<file path="src/design/forwarding_unit_pkg.sv">
`default_nettype none

package forwarding_unit_pkg;

  // ########################################
  // basic vector types
  // ########################################

  typedef logic [4:0]  reg_idx_t;
  typedef logic [31:0] xlen_word_t;
  typedef logic [31:0] instr_t;
  typedef logic [6:0]  opcode_t;

  typedef enum logic [1:0] {
    NoType,
    Type1,    // operands are consumed in EX.
    Type1_3,  // store, rs2 is read again in MEM.
    Type2     // branch or jalr, resolved in ID.
  } forwarding_type_t;

  typedef enum logic [1:0] {
    NoForwarding,
    ForwardFromEx,
    ForwardFromMem,
    ForwardFromWb
  } forwarding_t;

  // ########################################
  // bundles and stage records
  // ########################################

  typedef struct packed {
    logic        reg_we;
    reg_idx_t    rd;
    forwarding_t target_forwarding;
  } forwarding_src_bundle_t;

  typedef struct packed {
    reg_idx_t    rs;
    forwarding_t forward_rs;
  } forwarding_dst_bundle_t;

  typedef struct packed {
    logic             valid;
    logic             reg_we;
    logic             zicsr;
    reg_idx_t         rd;
    reg_idx_t         rs1;
    reg_idx_t         rs2;
    forwarding_type_t fwd_type;
  } stage_info_t;

  typedef struct packed {
    xlen_word_t rs1;
    xlen_word_t rs2;
  } stage_operands_t;

  localparam reg_idx_t RegZero = 5'd0;

  // a source that never matches, used to pad short priority lists.
  localparam forwarding_src_bundle_t NoSource = '{
    reg_we:            1'b0,
    rd:                RegZero,
    target_forwarding: NoForwarding
  };

  // ########################################
  // rv32i major opcodes
  // ########################################

  localparam opcode_t OpcLui    = 7'b0110111;
  localparam opcode_t OpcAuipc  = 7'b0010111;
  localparam opcode_t OpcJal    = 7'b1101111;
  localparam opcode_t OpcJalr   = 7'b1100111;
  localparam opcode_t OpcBranch = 7'b1100011;
  localparam opcode_t OpcLoad   = 7'b0000011;
  localparam opcode_t OpcStore  = 7'b0100011;
  localparam opcode_t OpcOpImm  = 7'b0010011;
  localparam opcode_t OpcOp     = 7'b0110011;
  localparam opcode_t OpcSystem = 7'b1110011;

endpackage

`default_nettype wire

</file>
<file path="src/design/forwarding_classifier.sv">
`timescale 1ns/1ps
`default_nettype none

module forwarding_classifier (
  input  forwarding_unit_pkg::instr_t      instr,
  input  logic                             id_valid,
  output forwarding_unit_pkg::stage_info_t id_info
);

  import forwarding_unit_pkg::*;

  opcode_t          opcode;
  logic [2:0]       funct3;
  reg_idx_t         rd_field;
  reg_idx_t         rs1_field;
  reg_idx_t         rs2_field;
  logic             is_csr;
  logic             writes_rd;
  logic             reads_rs1;
  logic             reads_rs2;
  forwarding_type_t fwd_type;

  assign opcode    = instr[6:0];
  assign funct3    = instr[14:12];
  assign rd_field  = instr[11:7];
  assign rs1_field = instr[19:15];
  assign rs2_field = instr[24:20];

  // ecall and ebreak share the opcode but have funct3 of zero.
  assign is_csr = (opcode == OpcSystem) && (funct3 != 3'b000);

  always_comb begin
    fwd_type  = NoType;
    writes_rd = 1'b0;
    reads_rs1 = 1'b0;
    reads_rs2 = 1'b0;
    case (opcode)
      OpcOp: begin
        fwd_type  = Type1;
        writes_rd = 1'b1;
        reads_rs1 = 1'b1;
        reads_rs2 = 1'b1;
      end
      OpcOpImm, OpcLoad: begin
        fwd_type  = Type1;
        writes_rd = 1'b1;
        reads_rs1 = 1'b1;
      end
      OpcLui, OpcAuipc, OpcJal: begin
        fwd_type  = Type1;
        writes_rd = 1'b1;
      end
      OpcSystem: begin
        fwd_type  = Type1;
        writes_rd = is_csr;
        reads_rs1 = is_csr && !funct3[2];  // the immediate forms hold a uimm here.
      end
      OpcStore: begin
        fwd_type  = Type1_3;
        reads_rs1 = 1'b1;
        reads_rs2 = 1'b1;
      end
      OpcBranch: begin
        fwd_type  = Type2;
        reads_rs1 = 1'b1;
        reads_rs2 = 1'b1;
      end
      OpcJalr: begin
        fwd_type  = Type2;
        writes_rd = 1'b1;
        reads_rs1 = 1'b1;
      end
      default: begin
        fwd_type = NoType;
      end
    endcase
  end

  // a bubble decodes to an all-quiet record.
  always_comb begin
    id_info.valid    = id_valid;
    id_info.reg_we   = id_valid && writes_rd && (rd_field != RegZero);
    id_info.zicsr    = id_valid && is_csr;
    id_info.rd       = (id_valid && writes_rd) ? rd_field : RegZero;
    id_info.rs1      = (id_valid && reads_rs1) ? rs1_field : RegZero;
    id_info.rs2      = (id_valid && reads_rs2) ? rs2_field : RegZero;
    id_info.fwd_type = id_valid ? fwd_type : NoType;
  end

endmodule

`default_nettype wire

</file>
<file path="src/design/forwarding_subsystem.sv">
`timescale 1ns/1ps
`default_nettype none

module forwarding_subsystem (
  input  logic                                 clk,
  input  logic                                 arst_n,
  input  forwarding_unit_pkg::instr_t          instr,
  input  logic                                 id_valid,
  input  forwarding_unit_pkg::xlen_word_t      rf_rs1_data,
  input  forwarding_unit_pkg::xlen_word_t      rf_rs2_data,
  input  forwarding_unit_pkg::xlen_word_t      ex_result,
  input  forwarding_unit_pkg::xlen_word_t      mem_result,
  input  forwarding_unit_pkg::xlen_word_t      wb_result,
  output forwarding_unit_pkg::stage_operands_t id_ops,
  output forwarding_unit_pkg::stage_operands_t ex_ops_fwd,
  output forwarding_unit_pkg::xlen_word_t      mem_rs2_fwd,
  output forwarding_unit_pkg::forwarding_t     forward_rs1_id,
  output forwarding_unit_pkg::forwarding_t     forward_rs2_id,
  output forwarding_unit_pkg::forwarding_t     forward_rs1_ex,
  output forwarding_unit_pkg::forwarding_t     forward_rs2_ex,
  output forwarding_unit_pkg::forwarding_t     forward_rs2_mem
);

  import forwarding_unit_pkg::*;

  stage_info_t     id_info;
  stage_info_t     ex_info;
  stage_info_t     mem_info;
  stage_info_t     wb_info;
  stage_operands_t ex_ops;
  stage_operands_t mem_ops;

  forwarding_classifier u_classifier (
    .instr    (instr),
    .id_valid (id_valid),
    .id_info  (id_info)
  );

  stage_tracker u_tracker (
    .clk        (clk),
    .arst_n     (arst_n),
    .id_info    (id_info),
    .id_ops     (id_ops),
    .ex_ops_fwd (ex_ops_fwd),
    .ex_info    (ex_info),
    .mem_info   (mem_info),
    .wb_info    (wb_info),
    .ex_ops     (ex_ops),
    .mem_ops    (mem_ops)
  );

  forwarding_unit u_forwarding (
    .forwarding_type_id  (id_info.fwd_type),
    .forwarding_type_ex  (ex_info.fwd_type),
    .forwarding_type_mem (mem_info.fwd_type),
    .reg_we_ex           (ex_info.reg_we),
    .reg_we_mem          (mem_info.reg_we),
    .reg_we_wb           (wb_info.reg_we),
    .zicsr_ex            (ex_info.zicsr),
    .rd_ex               (ex_info.rd),
    .rd_mem              (mem_info.rd),
    .rd_wb               (wb_info.rd),
    .rs1_id              (id_info.rs1),
    .rs2_id              (id_info.rs2),
    .rs1_ex              (ex_info.rs1),
    .rs2_ex              (ex_info.rs2),
    .rs2_mem             (mem_info.rs2),
    .forward_rs1_id      (forward_rs1_id),
    .forward_rs2_id      (forward_rs2_id),
    .forward_rs1_ex      (forward_rs1_ex),
    .forward_rs2_ex      (forward_rs2_ex),
    .forward_rs2_mem     (forward_rs2_mem)
  );

  operand_select u_select (
    .forward_rs1_id  (forward_rs1_id),
    .forward_rs2_id  (forward_rs2_id),
    .forward_rs1_ex  (forward_rs1_ex),
    .forward_rs2_ex  (forward_rs2_ex),
    .forward_rs2_mem (forward_rs2_mem),
    .rf_rs1_data     (rf_rs1_data),
    .rf_rs2_data     (rf_rs2_data),
    .ex_result       (ex_result),
    .mem_result      (mem_result),
    .wb_result       (wb_result),
    .ex_ops          (ex_ops),
    .mem_ops         (mem_ops),
    .id_ops          (id_ops),
    .ex_ops_fwd      (ex_ops_fwd),
    .mem_rs2_fwd     (mem_rs2_fwd)
  );

endmodule

`default_nettype wire

</file>
<file path="src/design/forwarding_unit.sv">
`timescale 1ns/1ps
`default_nettype none

module forwarding_unit (
  input  forwarding_unit_pkg::forwarding_type_t forwarding_type_id,
  input  forwarding_unit_pkg::forwarding_type_t forwarding_type_ex,
  input  forwarding_unit_pkg::forwarding_type_t forwarding_type_mem,
  input  logic                                  reg_we_ex,
  input  logic                                  reg_we_mem,
  input  logic                                  reg_we_wb,
  input  logic                                  zicsr_ex,
  input  forwarding_unit_pkg::reg_idx_t         rd_ex,
  input  forwarding_unit_pkg::reg_idx_t         rd_mem,
  input  forwarding_unit_pkg::reg_idx_t         rd_wb,
  input  forwarding_unit_pkg::reg_idx_t         rs1_id,
  input  forwarding_unit_pkg::reg_idx_t         rs2_id,
  input  forwarding_unit_pkg::reg_idx_t         rs1_ex,
  input  forwarding_unit_pkg::reg_idx_t         rs2_ex,
  input  forwarding_unit_pkg::reg_idx_t         rs2_mem,
  output forwarding_unit_pkg::forwarding_t      forward_rs1_id,
  output forwarding_unit_pkg::forwarding_t      forward_rs2_id,
  output forwarding_unit_pkg::forwarding_t      forward_rs1_ex,
  output forwarding_unit_pkg::forwarding_t      forward_rs2_ex,
  output forwarding_unit_pkg::forwarding_t      forward_rs2_mem
);

  import forwarding_unit_pkg::*;

  forwarding_src_bundle_t ex_src;
  forwarding_src_bundle_t mem_src;
  forwarding_src_bundle_t wb_src;

  forwarding_dst_bundle_t rs1_id_dst;
  forwarding_dst_bundle_t rs2_id_dst;
  forwarding_dst_bundle_t rs1_ex_dst;
  forwarding_dst_bundle_t rs2_ex_dst;
  forwarding_dst_bundle_t rs2_mem_dst;

  function automatic logic src_hits(input forwarding_src_bundle_t src, input reg_idx_t rs);
    return src.reg_we && (rs != RegZero) && (src.rd == rs);
  endfunction

  // the first source that hits wins.
  function automatic forwarding_dst_bundle_t resolve(
    input forwarding_dst_bundle_t dst,
    input forwarding_src_bundle_t first,
    input forwarding_src_bundle_t second,
    input forwarding_src_bundle_t third
  );
    forwarding_dst_bundle_t res;
    res = '{rs: dst.rs, forward_rs: NoForwarding};
    if (src_hits(first, dst.rs)) begin
      res.forward_rs = first.target_forwarding;
    end else if (src_hits(second, dst.rs)) begin
      res.forward_rs = second.target_forwarding;
    end else if (src_hits(third, dst.rs)) begin
      res.forward_rs = third.target_forwarding;
    end
    return res;
  endfunction

  // ########################################
  // result sources
  // ########################################

  // only a CSR read has its EX result ready in time for ID.
  assign ex_src  = '{reg_we: reg_we_ex & zicsr_ex, rd: rd_ex, target_forwarding: ForwardFromEx};
  assign mem_src = '{reg_we: reg_we_mem, rd: rd_mem, target_forwarding: ForwardFromMem};
  assign wb_src  = '{reg_we: reg_we_wb, rd: rd_wb, target_forwarding: ForwardFromWb};

  // ########################################
  // consumers
  // ########################################

  always_comb begin
    rs1_id_dst = '{rs: rs1_id, forward_rs: NoForwarding};
    rs2_id_dst = '{rs: rs2_id, forward_rs: NoForwarding};
    case (forwarding_type_id)
      Type1, Type1_3: begin
        rs1_id_dst = resolve(rs1_id_dst, wb_src, NoSource, NoSource);
        rs2_id_dst = resolve(rs2_id_dst, wb_src, NoSource, NoSource);
      end
      Type2: begin
        rs1_id_dst = resolve(rs1_id_dst, ex_src, mem_src, wb_src);
        rs2_id_dst = resolve(rs2_id_dst, mem_src, wb_src, NoSource);
      end
      default: begin
        rs1_id_dst.forward_rs = NoForwarding;
        rs2_id_dst.forward_rs = NoForwarding;
      end
    endcase
  end

  always_comb begin
    rs1_ex_dst = '{rs: rs1_ex, forward_rs: NoForwarding};
    rs2_ex_dst = '{rs: rs2_ex, forward_rs: NoForwarding};
    if (forwarding_type_ex == Type1 || forwarding_type_ex == Type1_3) begin
      rs1_ex_dst = resolve(rs1_ex_dst, mem_src, wb_src, NoSource);
      rs2_ex_dst = resolve(rs2_ex_dst, mem_src, wb_src, NoSource);
    end
  end

  always_comb begin
    rs2_mem_dst = '{rs: rs2_mem, forward_rs: NoForwarding};
    if (forwarding_type_mem == Type1_3) begin  // store data is written in MEM.
      rs2_mem_dst = resolve(rs2_mem_dst, wb_src, NoSource, NoSource);
    end
  end

  assign forward_rs1_id  = rs1_id_dst.forward_rs;
  assign forward_rs2_id  = rs2_id_dst.forward_rs;
  assign forward_rs1_ex  = rs1_ex_dst.forward_rs;
  assign forward_rs2_ex  = rs2_ex_dst.forward_rs;
  assign forward_rs2_mem = rs2_mem_dst.forward_rs;

endmodule

`default_nettype wire

</file>
<file path="src/design/operand_select.sv">
`timescale 1ns/1ps
`default_nettype none

module operand_select (
  input  forwarding_unit_pkg::forwarding_t     forward_rs1_id,
  input  forwarding_unit_pkg::forwarding_t     forward_rs2_id,
  input  forwarding_unit_pkg::forwarding_t     forward_rs1_ex,
  input  forwarding_unit_pkg::forwarding_t     forward_rs2_ex,
  input  forwarding_unit_pkg::forwarding_t     forward_rs2_mem,
  input  forwarding_unit_pkg::xlen_word_t      rf_rs1_data,
  input  forwarding_unit_pkg::xlen_word_t      rf_rs2_data,
  input  forwarding_unit_pkg::xlen_word_t      ex_result,
  input  forwarding_unit_pkg::xlen_word_t      mem_result,
  input  forwarding_unit_pkg::xlen_word_t      wb_result,
  input  forwarding_unit_pkg::stage_operands_t ex_ops,
  input  forwarding_unit_pkg::stage_operands_t mem_ops,
  output forwarding_unit_pkg::stage_operands_t id_ops,
  output forwarding_unit_pkg::stage_operands_t ex_ops_fwd,
  output forwarding_unit_pkg::xlen_word_t      mem_rs2_fwd
);

  import forwarding_unit_pkg::*;

  // base is the value the consumer holds when nothing is bypassed.
  function automatic xlen_word_t pick(input forwarding_t sel, input xlen_word_t base,
      input xlen_word_t ex_res, input xlen_word_t mem_res, input xlen_word_t wb_res);
    case (sel)
      ForwardFromEx:  return ex_res;
      ForwardFromMem: return mem_res;
      ForwardFromWb:  return wb_res;
      default:        return base;
    endcase
  endfunction

  assign id_ops.rs1     = pick(forward_rs1_id, rf_rs1_data, ex_result, mem_result, wb_result);
  assign id_ops.rs2     = pick(forward_rs2_id, rf_rs2_data, ex_result, mem_result, wb_result);
  assign ex_ops_fwd.rs1 = pick(forward_rs1_ex, ex_ops.rs1, ex_result, mem_result, wb_result);
  assign ex_ops_fwd.rs2 = pick(forward_rs2_ex, ex_ops.rs2, ex_result, mem_result, wb_result);
  // store data.
  assign mem_rs2_fwd    = pick(forward_rs2_mem, mem_ops.rs2, ex_result, mem_result, wb_result);

endmodule

`default_nettype wire

</file>
<file path="src/design/stage_tracker.sv">
`timescale 1ns/1ps
`default_nettype none

module stage_tracker (
  input  logic                                 clk,
  input  logic                                 arst_n,
  input  forwarding_unit_pkg::stage_info_t     id_info,
  input  forwarding_unit_pkg::stage_operands_t id_ops,
  input  forwarding_unit_pkg::stage_operands_t ex_ops_fwd,
  output forwarding_unit_pkg::stage_info_t     ex_info,
  output forwarding_unit_pkg::stage_info_t     mem_info,
  output forwarding_unit_pkg::stage_info_t     wb_info,
  output forwarding_unit_pkg::stage_operands_t ex_ops,
  output forwarding_unit_pkg::stage_operands_t mem_ops
);

  // ########################################
  // decoded control, ID -> EX -> MEM -> WB
  // ########################################

  always_ff @(posedge clk or negedge arst_n) begin
    if (!arst_n) begin
      ex_info  <= '0;
      mem_info <= '0;
      wb_info  <= '0;
    end else begin
      ex_info  <= id_info;
      mem_info <= ex_info;
      wb_info  <= mem_info;
    end
  end

  // ########################################
  // operand values
  // ########################################

  // each stage keeps the value resolved one stage earlier, so a bypassed
  // operand survives after its producer has left the pipeline.
  always_ff @(posedge clk or negedge arst_n) begin
    if (!arst_n) begin
      ex_ops  <= '0;
      mem_ops <= '0;
    end else begin
      ex_ops  <= id_ops;
      mem_ops <= ex_ops_fwd;  // rs1 rides along unused in MEM.
    end
  end

endmodule

`default_nettype wire

</file>
<file path="config.mk">
export PLATFORM = sky130hd
export DESIGN_NAME = forwarding_subsystem
export DESIGN_NICKNAME = d
export VERILOG_FILES = /design/src/design/forwarding_unit_pkg.sv /design/src/design/forwarding_classifier.sv /design/src/design/forwarding_subsystem.sv /design/src/design/forwarding_unit.sv /design/src/design/operand_select.sv /design/src/design/stage_tracker.sv
export SDC_FILE = /design/constraint.sdc
export NUM_CORES = 1
export LEC_CHECK = 0
export ABC_AREA = 1
export BUFFER_PORTS_ARGS = -buffer_cell sky130_fd_sc_hd__buf_2
export CELL_PAD_IN_SITES_DETAIL_PLACEMENT = 1
export CELL_PAD_IN_SITES_GLOBAL_PLACEMENT = 2
export CORE_MARGIN = 4
export CORE_UTILIZATION = 27
export DETAILED_ROUTE_END_ITERATION = 10
export GPL_ROUTABILITY_DRIVEN = 0
export MAX_ROUTING_LAYER = met4
export PLACE_DENSITY = 0.95
export SLEW_MARGIN = 10
export SYNTH_ARGS = -nofsm -noshare
export SYNTH_HDL_FRONTEND = slang
export SYNTH_SLANG_ARGS = --single-unit
</file>
<file path="constraint.sdc">
create_clock -name clk -period 5.2 [get_ports clk]
set_clock_uncertainty 0.1 [all_clocks]
set_input_delay 0.52 -clock clk [delete_from_list [all_inputs] [get_ports clk]]
set_output_delay 0.52 -clock clk [all_outputs]
set_load 0.02 [all_outputs]
</file>
==> metrics.md, run 1 <==
| Metric | Value |
|---|---|
| CORE AREA | `0.03083 mm^2` |
| Gr ovfl total | `0` |
| Fin. max-slew vios | `0` |
| Setup TNS | `0 ns` |
| CTS tree | `done` |
| Final core occ | `0.3685` |
| Failing checks | `hold timing` |
| Mean number of vias per cell | `5.174` |
| Post-route ant nets | `0` |
| Pin count of the biggest net entering global routing | `67` |
| Initial core utilization | `0.2754` |
| Post-Route WL | `43.23 mm` |
| CP required | `4.58 ns` |
| Crit path from | `instr[4]` |
| R2r endpoint | `u_tracker.ex_ops[48]$_DFF_PN0_` |
| Hold Path Class | `in2async` |
| Multi-input gate area | `0.004245 mm^2` |
| RSZ-0062 raised after global routing | `no` |
| Post-synth EDFFs | `0` |
| # rows | `64` |
| Initial antenna violation count | `4` |
| Clk buf depth | `2` |
| Pre-antenna DRT Iters | `4` |
| Critical Path Sink | `id_ops[54]` |
| Vias in the first global route | `10850` |
| Die width | `185.3 um` |
| Cell Area, Synth | `0.008489 mm^2` |
| Tmin final | `4.587 ns` |
| Synth top area cells | `dfrtp_1, nand2_1, nand3_1, nor2_1, inv_1` |
| Pwr Density | `269.2 mW/mm^2` |
| Syn-to-layout area delta | `33.82%` |
| Yosys warning total | `0` |
| PortBufs | `357` |
| Sequential-to-total area share from yosys stat | `0.3950` |
| Clock Pin Slew Worst Setup and Hold Paths | `0.07 ns` |
| Io pins | `365` |
| Synth async-reset ratio | `1.000` |
| Slew @ Worst Pin | `1.026 ns` |
| Net count, final | `1754` |
| Worst R2R Start | `u_tracker.wb_info[12]$_DFF_PN0_` |
| Rel. slew slack | `0.3163` |
| Setup WS pre-CTS | `0.6037 ns` |
| Critical Path Sink Type | `output port` |
| Hpwl dp | `31.61 mm` |
| Drt drc | `0` |
| Hold buffers post-CTS | `0` |
| Die Span Y | `185.3 um` |
| Peak VDD IR | `0.0001735 V` |
| Total GRT Usage | `0.2512` |
| Drt wl/cell | `21.94 um` |
| Fmax | `218.0 MHz` |
| Largest fanout on the critical path | `25` |
| Clock root buffer | `clkbuf_16` |
| Seq cells post-synth | `134` |
| Clock Latency Late Sink | `0.43 ns` |
| Worst EP arrival | `3.97 ns` |
| First-pass GRT wire length | `63.91 mm` |
| Post-route clock period utilization | `0.8821` |
| Cells after Synth | `1229` |
| 1st-iter DRT viols | `628` |
| Post-CTS setup buffer count | `0` |
| Worst setup margin | `0.6132 ns` |
| Ys flop type | `dfrtp_1` |
| Synth Net Count | `1426` |
| Fraction of layout cells with a size suffix above 1 | `0.2843` |
| Register Area | `0.003353 mm^2` |
| Worst reg2reg setup slack | `2.12 ns` |
| Total Die Area | `0.03434 mm^2` |
| CTS H-tree depth | `4` |
| DR vias | `10190` |
| Fill cell instance count of the final layout | `3940` |
| Final hold slack | `-0.005336 ns` |
| Final setup fails | `0` |
| Worst Setup Start Kind | `primary input` |
| LEAKAGE | `6.321 nW` |
| Syn Area/Cell | `6.908 um^2` |
| Post-synthesis cell type count | `42` |
| Share of the synthesized area in the top cell type | `0.3950` |
| Area leader, netlist | `dfrtp_1` |
| Post_cts resized | `0` |
| Status | `finished, violations left` |
| Number of max-cap violations | `0` |
| Critical path class | `in2out` |
| Num CTS Buffers | `17` |
| CTS sink count | `134` |
| Reg2reg path depth | `15` |
| Hold Vio Cnt, Final | `14` |
-- worst min-delay path by stage --
stage                                               start                               end  slack (ns)  cells past startpoint
after global placement    u_tracker.ex_info[18]$_DFF_PN0_  u_tracker.mem_info[18]$_DFF_PN0_        0.26                      0
after CTS                                          arst_n   u_tracker.mem_ops[28]$_DFF_PN0_        0.01                      1
after floorplan                                    arst_n    u_tracker.ex_info[0]$_DFF_PN0_        0.12                      0
after global routing                               arst_n    u_tracker.ex_ops[26]$_DFF_PN0_        0.04                      1
final                                              arst_n    u_tracker.ex_ops[59]$_DFF_PN0_      -0.005                      1
after detailed placement  u_tracker.ex_info[18]$_DFF_PN0_  u_tracker.mem_info[18]$_DFF_PN0_        0.26                      0
-- placed cells by master (no fill, tap or decap), types with 4 or more instances in the layout --
master     count
a211oi_1       4
nand4_1       26
o211ai_1      32
dfrtp_1      134
o22ai_1        6
nor2_1       139
inv_2          8
xnor2_1        4
xor2_1        10
buf_4         18
nor4_1         6
nand2_2       11
nand2_4        5
buf_2        356
o221ai_1      36
a21oi_1        6
nand2_1      368
nand3_1      155
diode_2        5
bufinv_16      8
inv_1        136
clkbuf_16     17
o21ai_0       39
-- cell families after synthesis --
logic type | count (synthesis) | share of synthesized area
DFF | 134 | 0.3950
and+or+nand+nor | 730 | 0.3693
adders and majority gates | 2 | 0.002947
AOI/OAI and AO/OA | 134 | 0.1095
buffers and inverters | 215 | 0.1088
xor gates and xnor gates | 14 | 0.01444
-- per-layer routing --
metal  GRT usage  up-vias  part of all wire
li1            -     4688                 -
met1      0.3043     5033              0.42
met2      0.4185      389              0.49
met3     0.04792       82             0.058
met4     0.08955        0             0.032
met5           -        -                 0
-- through the flow --
stage	hold WS [ns]	total power [mW]	cell area (um^2)	cells
final	-0.005336	3.058	11360	1970
after global routing	0.03711	3.172	11360	1969
after CTS	0.01063	3.088	11350	1965
after detailed placement	0.2627	1.555	10630	1934
after global placement	0.2602	1.545	10630	1934
after floorplan	0.1244	1.312	8489	1229
-- critical path, stage by stage --
cell and delay [ns]:
buf_2 0.13, inv_2 0.04, nand2_1 0.06, nor2_2 0.13, nand2_1 0.12, nand3_2 0.10
nand2_2 0.05, nand2_2 0.35, nand2_1 0.25, nand2_1 0.14, nand4_1 0.08, nor2_1 0.10
nand2_1 0.09, nand2_1 0.07, nand2_1 0.05, nand2_1 0.06, nand2_2 0.34, inv_2 0.54
nand3_1 0.14, nand2_1 0.10, nor2_1 0.05, nor2_1 0.22, buf_2 0.23
-- final cells by class --
type / count / area share
Sequential cell: 134 / 0.2952
Timing Repair Buffer: 378 / 0.1750
Clock buffer: 19 / 0.03899
Inverter: 146 / 0.04835
Multi-Input combinational cell: 880 / 0.3737
Clock inverter: 12 / 0.02412
Tap cell: 396 / 0.04361
Antenna cell: 5 / 0.001101
-- cell usage after synthesis, types with 3 or more instances --
cell type,n
buf_2,14
o21ai_0,39
nor2_1,141
o221ai_1,36
inv_1,137
nor2_2,3
a211oi_1,4
buf_6,6
xor2_1,10
clkbuf_1,37
a2111oi_0,3
o211ai_1,32
nand3_1,156
nand2_4,5
nand2_2,8
nor4_1,6
nand4_1,26
a21oi_1,7
o22ai_1,6
inv_2,8
o21ai_1,3
dfrtp_1,134
xnor2_1,4
buf_4,11
nand2_1,371
-- flip-flops by register name, indices dropped and copies added (netlist names) --
name,flops
u_tracker.mem_ops,32
u_tracker.wb_info,6
u_tracker.ex_info,19
u_tracker.mem_info,13
u_tracker.ex_ops,64
-- report_power, final --
| group | switching (mW) | leakage (nW) | internal [mW] |
|---|---|---|---|
| clock network | 0.515 | 0.343 | 1.01 |
| logic | 0.291 | 4.33 | 0.145 |
| registers | 0.0145 | 1.65 | 1.08 |
| total | 0.821 | 6.32 | 2.24 |
No activity file was read; power rests on OpenSTA's default activity.
==> run 2, diff against run 1 <==
CORE_UTILIZATION = 25   (was 27)
CTS_CLUSTER_DIAMETER = 50   (was default)
PLACE_DENSITY = 0.92   (was 0.95)
clock period = 4.85 ns   (was 5.2 ns; I/O delays follow)
==> run 2 against run 1 <==
The run now ends clean. Sequential power rose by 7%. Wire length rose by 1.7%. Critical path depth fell by 6. Total power rose by 0.40%. Cell count rose by 2.7%. Largest power group unchanged. Critical path type unchanged. First-iteration DRC count fell by 29%. Critical endpoint is now id_ops[7].
==> metrics.md, run 2 (synthesis results as in run 1) <==
| Metric | Value |
|---|---|
| Syn-to-layout area delta | `34.15%` |
| Setup TNS | `0 ns (unchanged)` |
| Fraction of layout cells with a size suffix above 1 | `0.2850 (+0.0007298)` |
| Internal power | `2.191 mW (-2.1%)` |
| Initial core utilization | `0.2532 (-0.02219)` |
| Tot Pwr | `3.071 mW (+0.40%)` |
| Reg2reg path depth | `8 (-7)` |
| Largest fanout on the critical path | `32 (+28%)` |
| CP required | `4.26 ns (-0.32 ns)` |
| PortBufs | `357 (unchanged)` |
| Hold Vio Cnt, Final | `0 (-14)` |
| Tmin final | `4.462 ns` |
| Rel. slew slack | `0.3413 (+0.02499)` |
| Hpwl dp | `32.81 mm (+3.8%)` |
| Max FFs per register | `64 (unchanged)` |
| Net Sw Power | `879.7 uW (+7.2%)` |
| CTS H-tree depth | `4 (unchanged)` |
| Clock Latency Late Sink | `0.44 ns (about the same)` |
| Num CTS Buffers | `17 (unchanged)` |
| Non-filler cells, final | `2024 (+2.7%)` |
| Critical path class | `in2out` |
| Total GRT Usage | `0.2406 (-0.01068)` |
| Placed cell count | `1988 (+2.8%)` |
| Final setup fails | `0 (unchanged)` |
| Io pins | `365 (unchanged)` |
| Pwr Density | `269.6 mW/mm^2 (+0.16%)` |
| Post-route clock period utilization | `0.9200` |
| Gr ovfl total | `0 (unchanged)` |
| Status | `finished clean` |
| Most common cell after layout, fill and taps aside | `nand2_1` |
| Clock root buffer | `clkbuf_16` |
| Hold Path Class | `in2reg` |
| Sequential share of power | `0.383 (+0.024)` |
| Number of max-cap violations | `0 (unchanged)` |
| Biggest regs | `u_tracker.ex_ops x64, u_tracker.mem_ops x32, u_tracker.ex_info x19` |
| Final hold slack | `0.1621 ns (+0.1675 ns)` |
| Peak VDD IR | `0.0002395 V (+38%)` |
| RSZ-0062 raised after global routing | `no` |
| Design Area, Final | `0.01139 mm^2 (+0.24%)` |
| Clk pwr share | `0.463 (-0.036)` |
| Fill cell instance count of the final layout | `4322 (+9.7%)` |
| Drt drc | `0 (unchanged)` |
| CTS tree | `done` |
| Post-Route WL | `43.96 mm (+1.7%)` |
| Total Die Area | `0.03697 mm^2 (+7.6%)` |
| CTS sink count | `134 (unchanged)` |
| Die Span Y | `192.3 um (+3.8%)` |
| Drt wl/cell | `21.72 um (-1.0%)` |
| First-pass GRT wire length | `64.92 mm (+1.6%)` |
| 1st-iter DRT viols | `448 (-29%)` |
| Worst EP arrival | `3.88 ns (-0.09 ns)` |
| Hold Path Depth | `3` |
| Net Sw Frac | `0.2865 (+0.01818)` |
| Placed Area | `0.01075 mm^2 (+1.1%)` |
| Post-route ant nets | `0 (unchanged)` |
| CORE AREA | `0.03353 mm^2 (+8.8%)` |
| Mean number of vias per cell | `4.975 (-3.8%)` |
| Slew @ Worst Pin | `0.9880 ns (-0.03749 ns)` |
| Fmax | `224.1 MHz` |
| Most frequent cells in the layout | `nand2_1, buf_2, nand3_1, nor2_1, inv_1` |
| Fin. max-slew vios | `0 (unchanged)` |
| Comb power frac | `0.154 (+0.012)` |
| Clock Pin Slew Worst Setup and Hold Paths | `0.06 ns (about the same)` |
| Post-CTS setup buffer count | `0 (unchanged)` |
| Vias in the first global route | `10700 (-1.4%)` |
| Net count, final | `1757 (+0.17%)` |
| Pin count of the biggest net entering global routing | `75 (+12%)` |
| Initial antenna violation count | `3 (-1)` |
| Clk buf depth | `2 (unchanged)` |
| Worst Setup Start Kind | `primary input` |
| LEAKAGE | `6.313 nW (-0.14%)` |
| Die width | `192.3 um (+3.8%)` |
| Pre-antenna DRT Iters | `4 (unchanged)` |
| DR vias | `10070 (-1.2%)` |
| Largest Register | `u_tracker.ex_ops` |
| # rows | `67 (+4.7%)` |
| Critical Path Sink Type | `output port` |
==> run 2: cell count changes in the layout (fill, tap and decap cells not counted), sizes merged <==
cell	before	now
bufinv	8	4
clkinvlp	1	2
buf	378	380
inv	144	147
dlygate4sd3	0	1
diode	5	4
==> run 2: area by class of cell <==
type,count,area [um^2],area share
flip-flops and latches,134,3353,0.2944
diodes,4,10.01,0.0008789
clock inverters,12,176.4,0.01549
well taps,448,560.5,0.04922
clock buffers,19,442.9,0.03889
inverters,146,549.3,0.04823
multi-input cells,880,4245,0.3728
repair buffers,381,2051,0.1801
==> run 2: power groups by stage <==
stage,Combinational (mW),Sequential (mW),Clock (mW)
after floorplan,0.214,1.19,0
after global placement,0.468,1.20,0
after detailed placement,0.475,1.20,0
after CTS,0.478,1.18,1.45
after global routing,0.517,1.18,1.50
final,0.473,1.18,1.42
==> run 2: repair_timing <==
action,CTS,global route
gates resized for setup,0,0
endpoints found under the hold margin,1,0
hold buffers,1,0
==> run 2: through the flow <==
stage                     utilization  worst slack (ns)
after detailed placement       0.3206            0.3689
after global routing           0.3396           0.04843
after floorplan                     -             1.515
after global placement         0.3206            0.4655
after CTS                      0.3393            0.3384
final                          0.3396            0.3881
==> run 2: worst max-delay path, stage by stage <==
cell	delay, ns
buf_2	0.10
nand2_1	0.16
inv_1	0.09
nand3_1	0.12
o221ai_1	0.15
o31ai_1	0.54
ha_1	0.27
inv_1	0.08
a211oi_1	0.35
o21ai_0	0.16
nor4_1	0.27
buf_4	0.18
inv_1	0.06
buf_4	0.30
nand3_1	0.23
nand2_1	0.13
buf_2	0.19
==> run 2: per-layer routing <==
metal / up-vias / GRT usage / wire length (um)
li1: 4681 / - / -
met1: 4906 / 0.2828 / 18180
met2: 413 / 0.4027 / 21200
met3: 69 / 0.05481 / 3036
met4: 0 / 0.09106 / 1539
met5: - / - / 0
==> run 2: final timing paths <==
kind | from | endpoint | slack [ns]
max | instr[1] | id_ops[7] | 0.39
min | instr[9] | u_tracker.ex_info[14]$_DFF_PN0_ | 0.16
max reg2reg | u_tracker.wb_info[15]$_DFF_PN0_ | u_tracker.mem_ops[31]$_DFF_PN0_ | 1.84
min reg2reg | u_tracker.ex_info[13]$_DFF_PN0_ | u_tracker.mem_info[13]$_DFF_PN0_ | 0.28
max in group asynchronous | arst_n | u_tracker.mem_ops[4]$_DFF_PN0_ | 3.20
min in group asynchronous | arst_n | u_tracker.mem_ops[8]$_DFF_PN0_ | 0.55
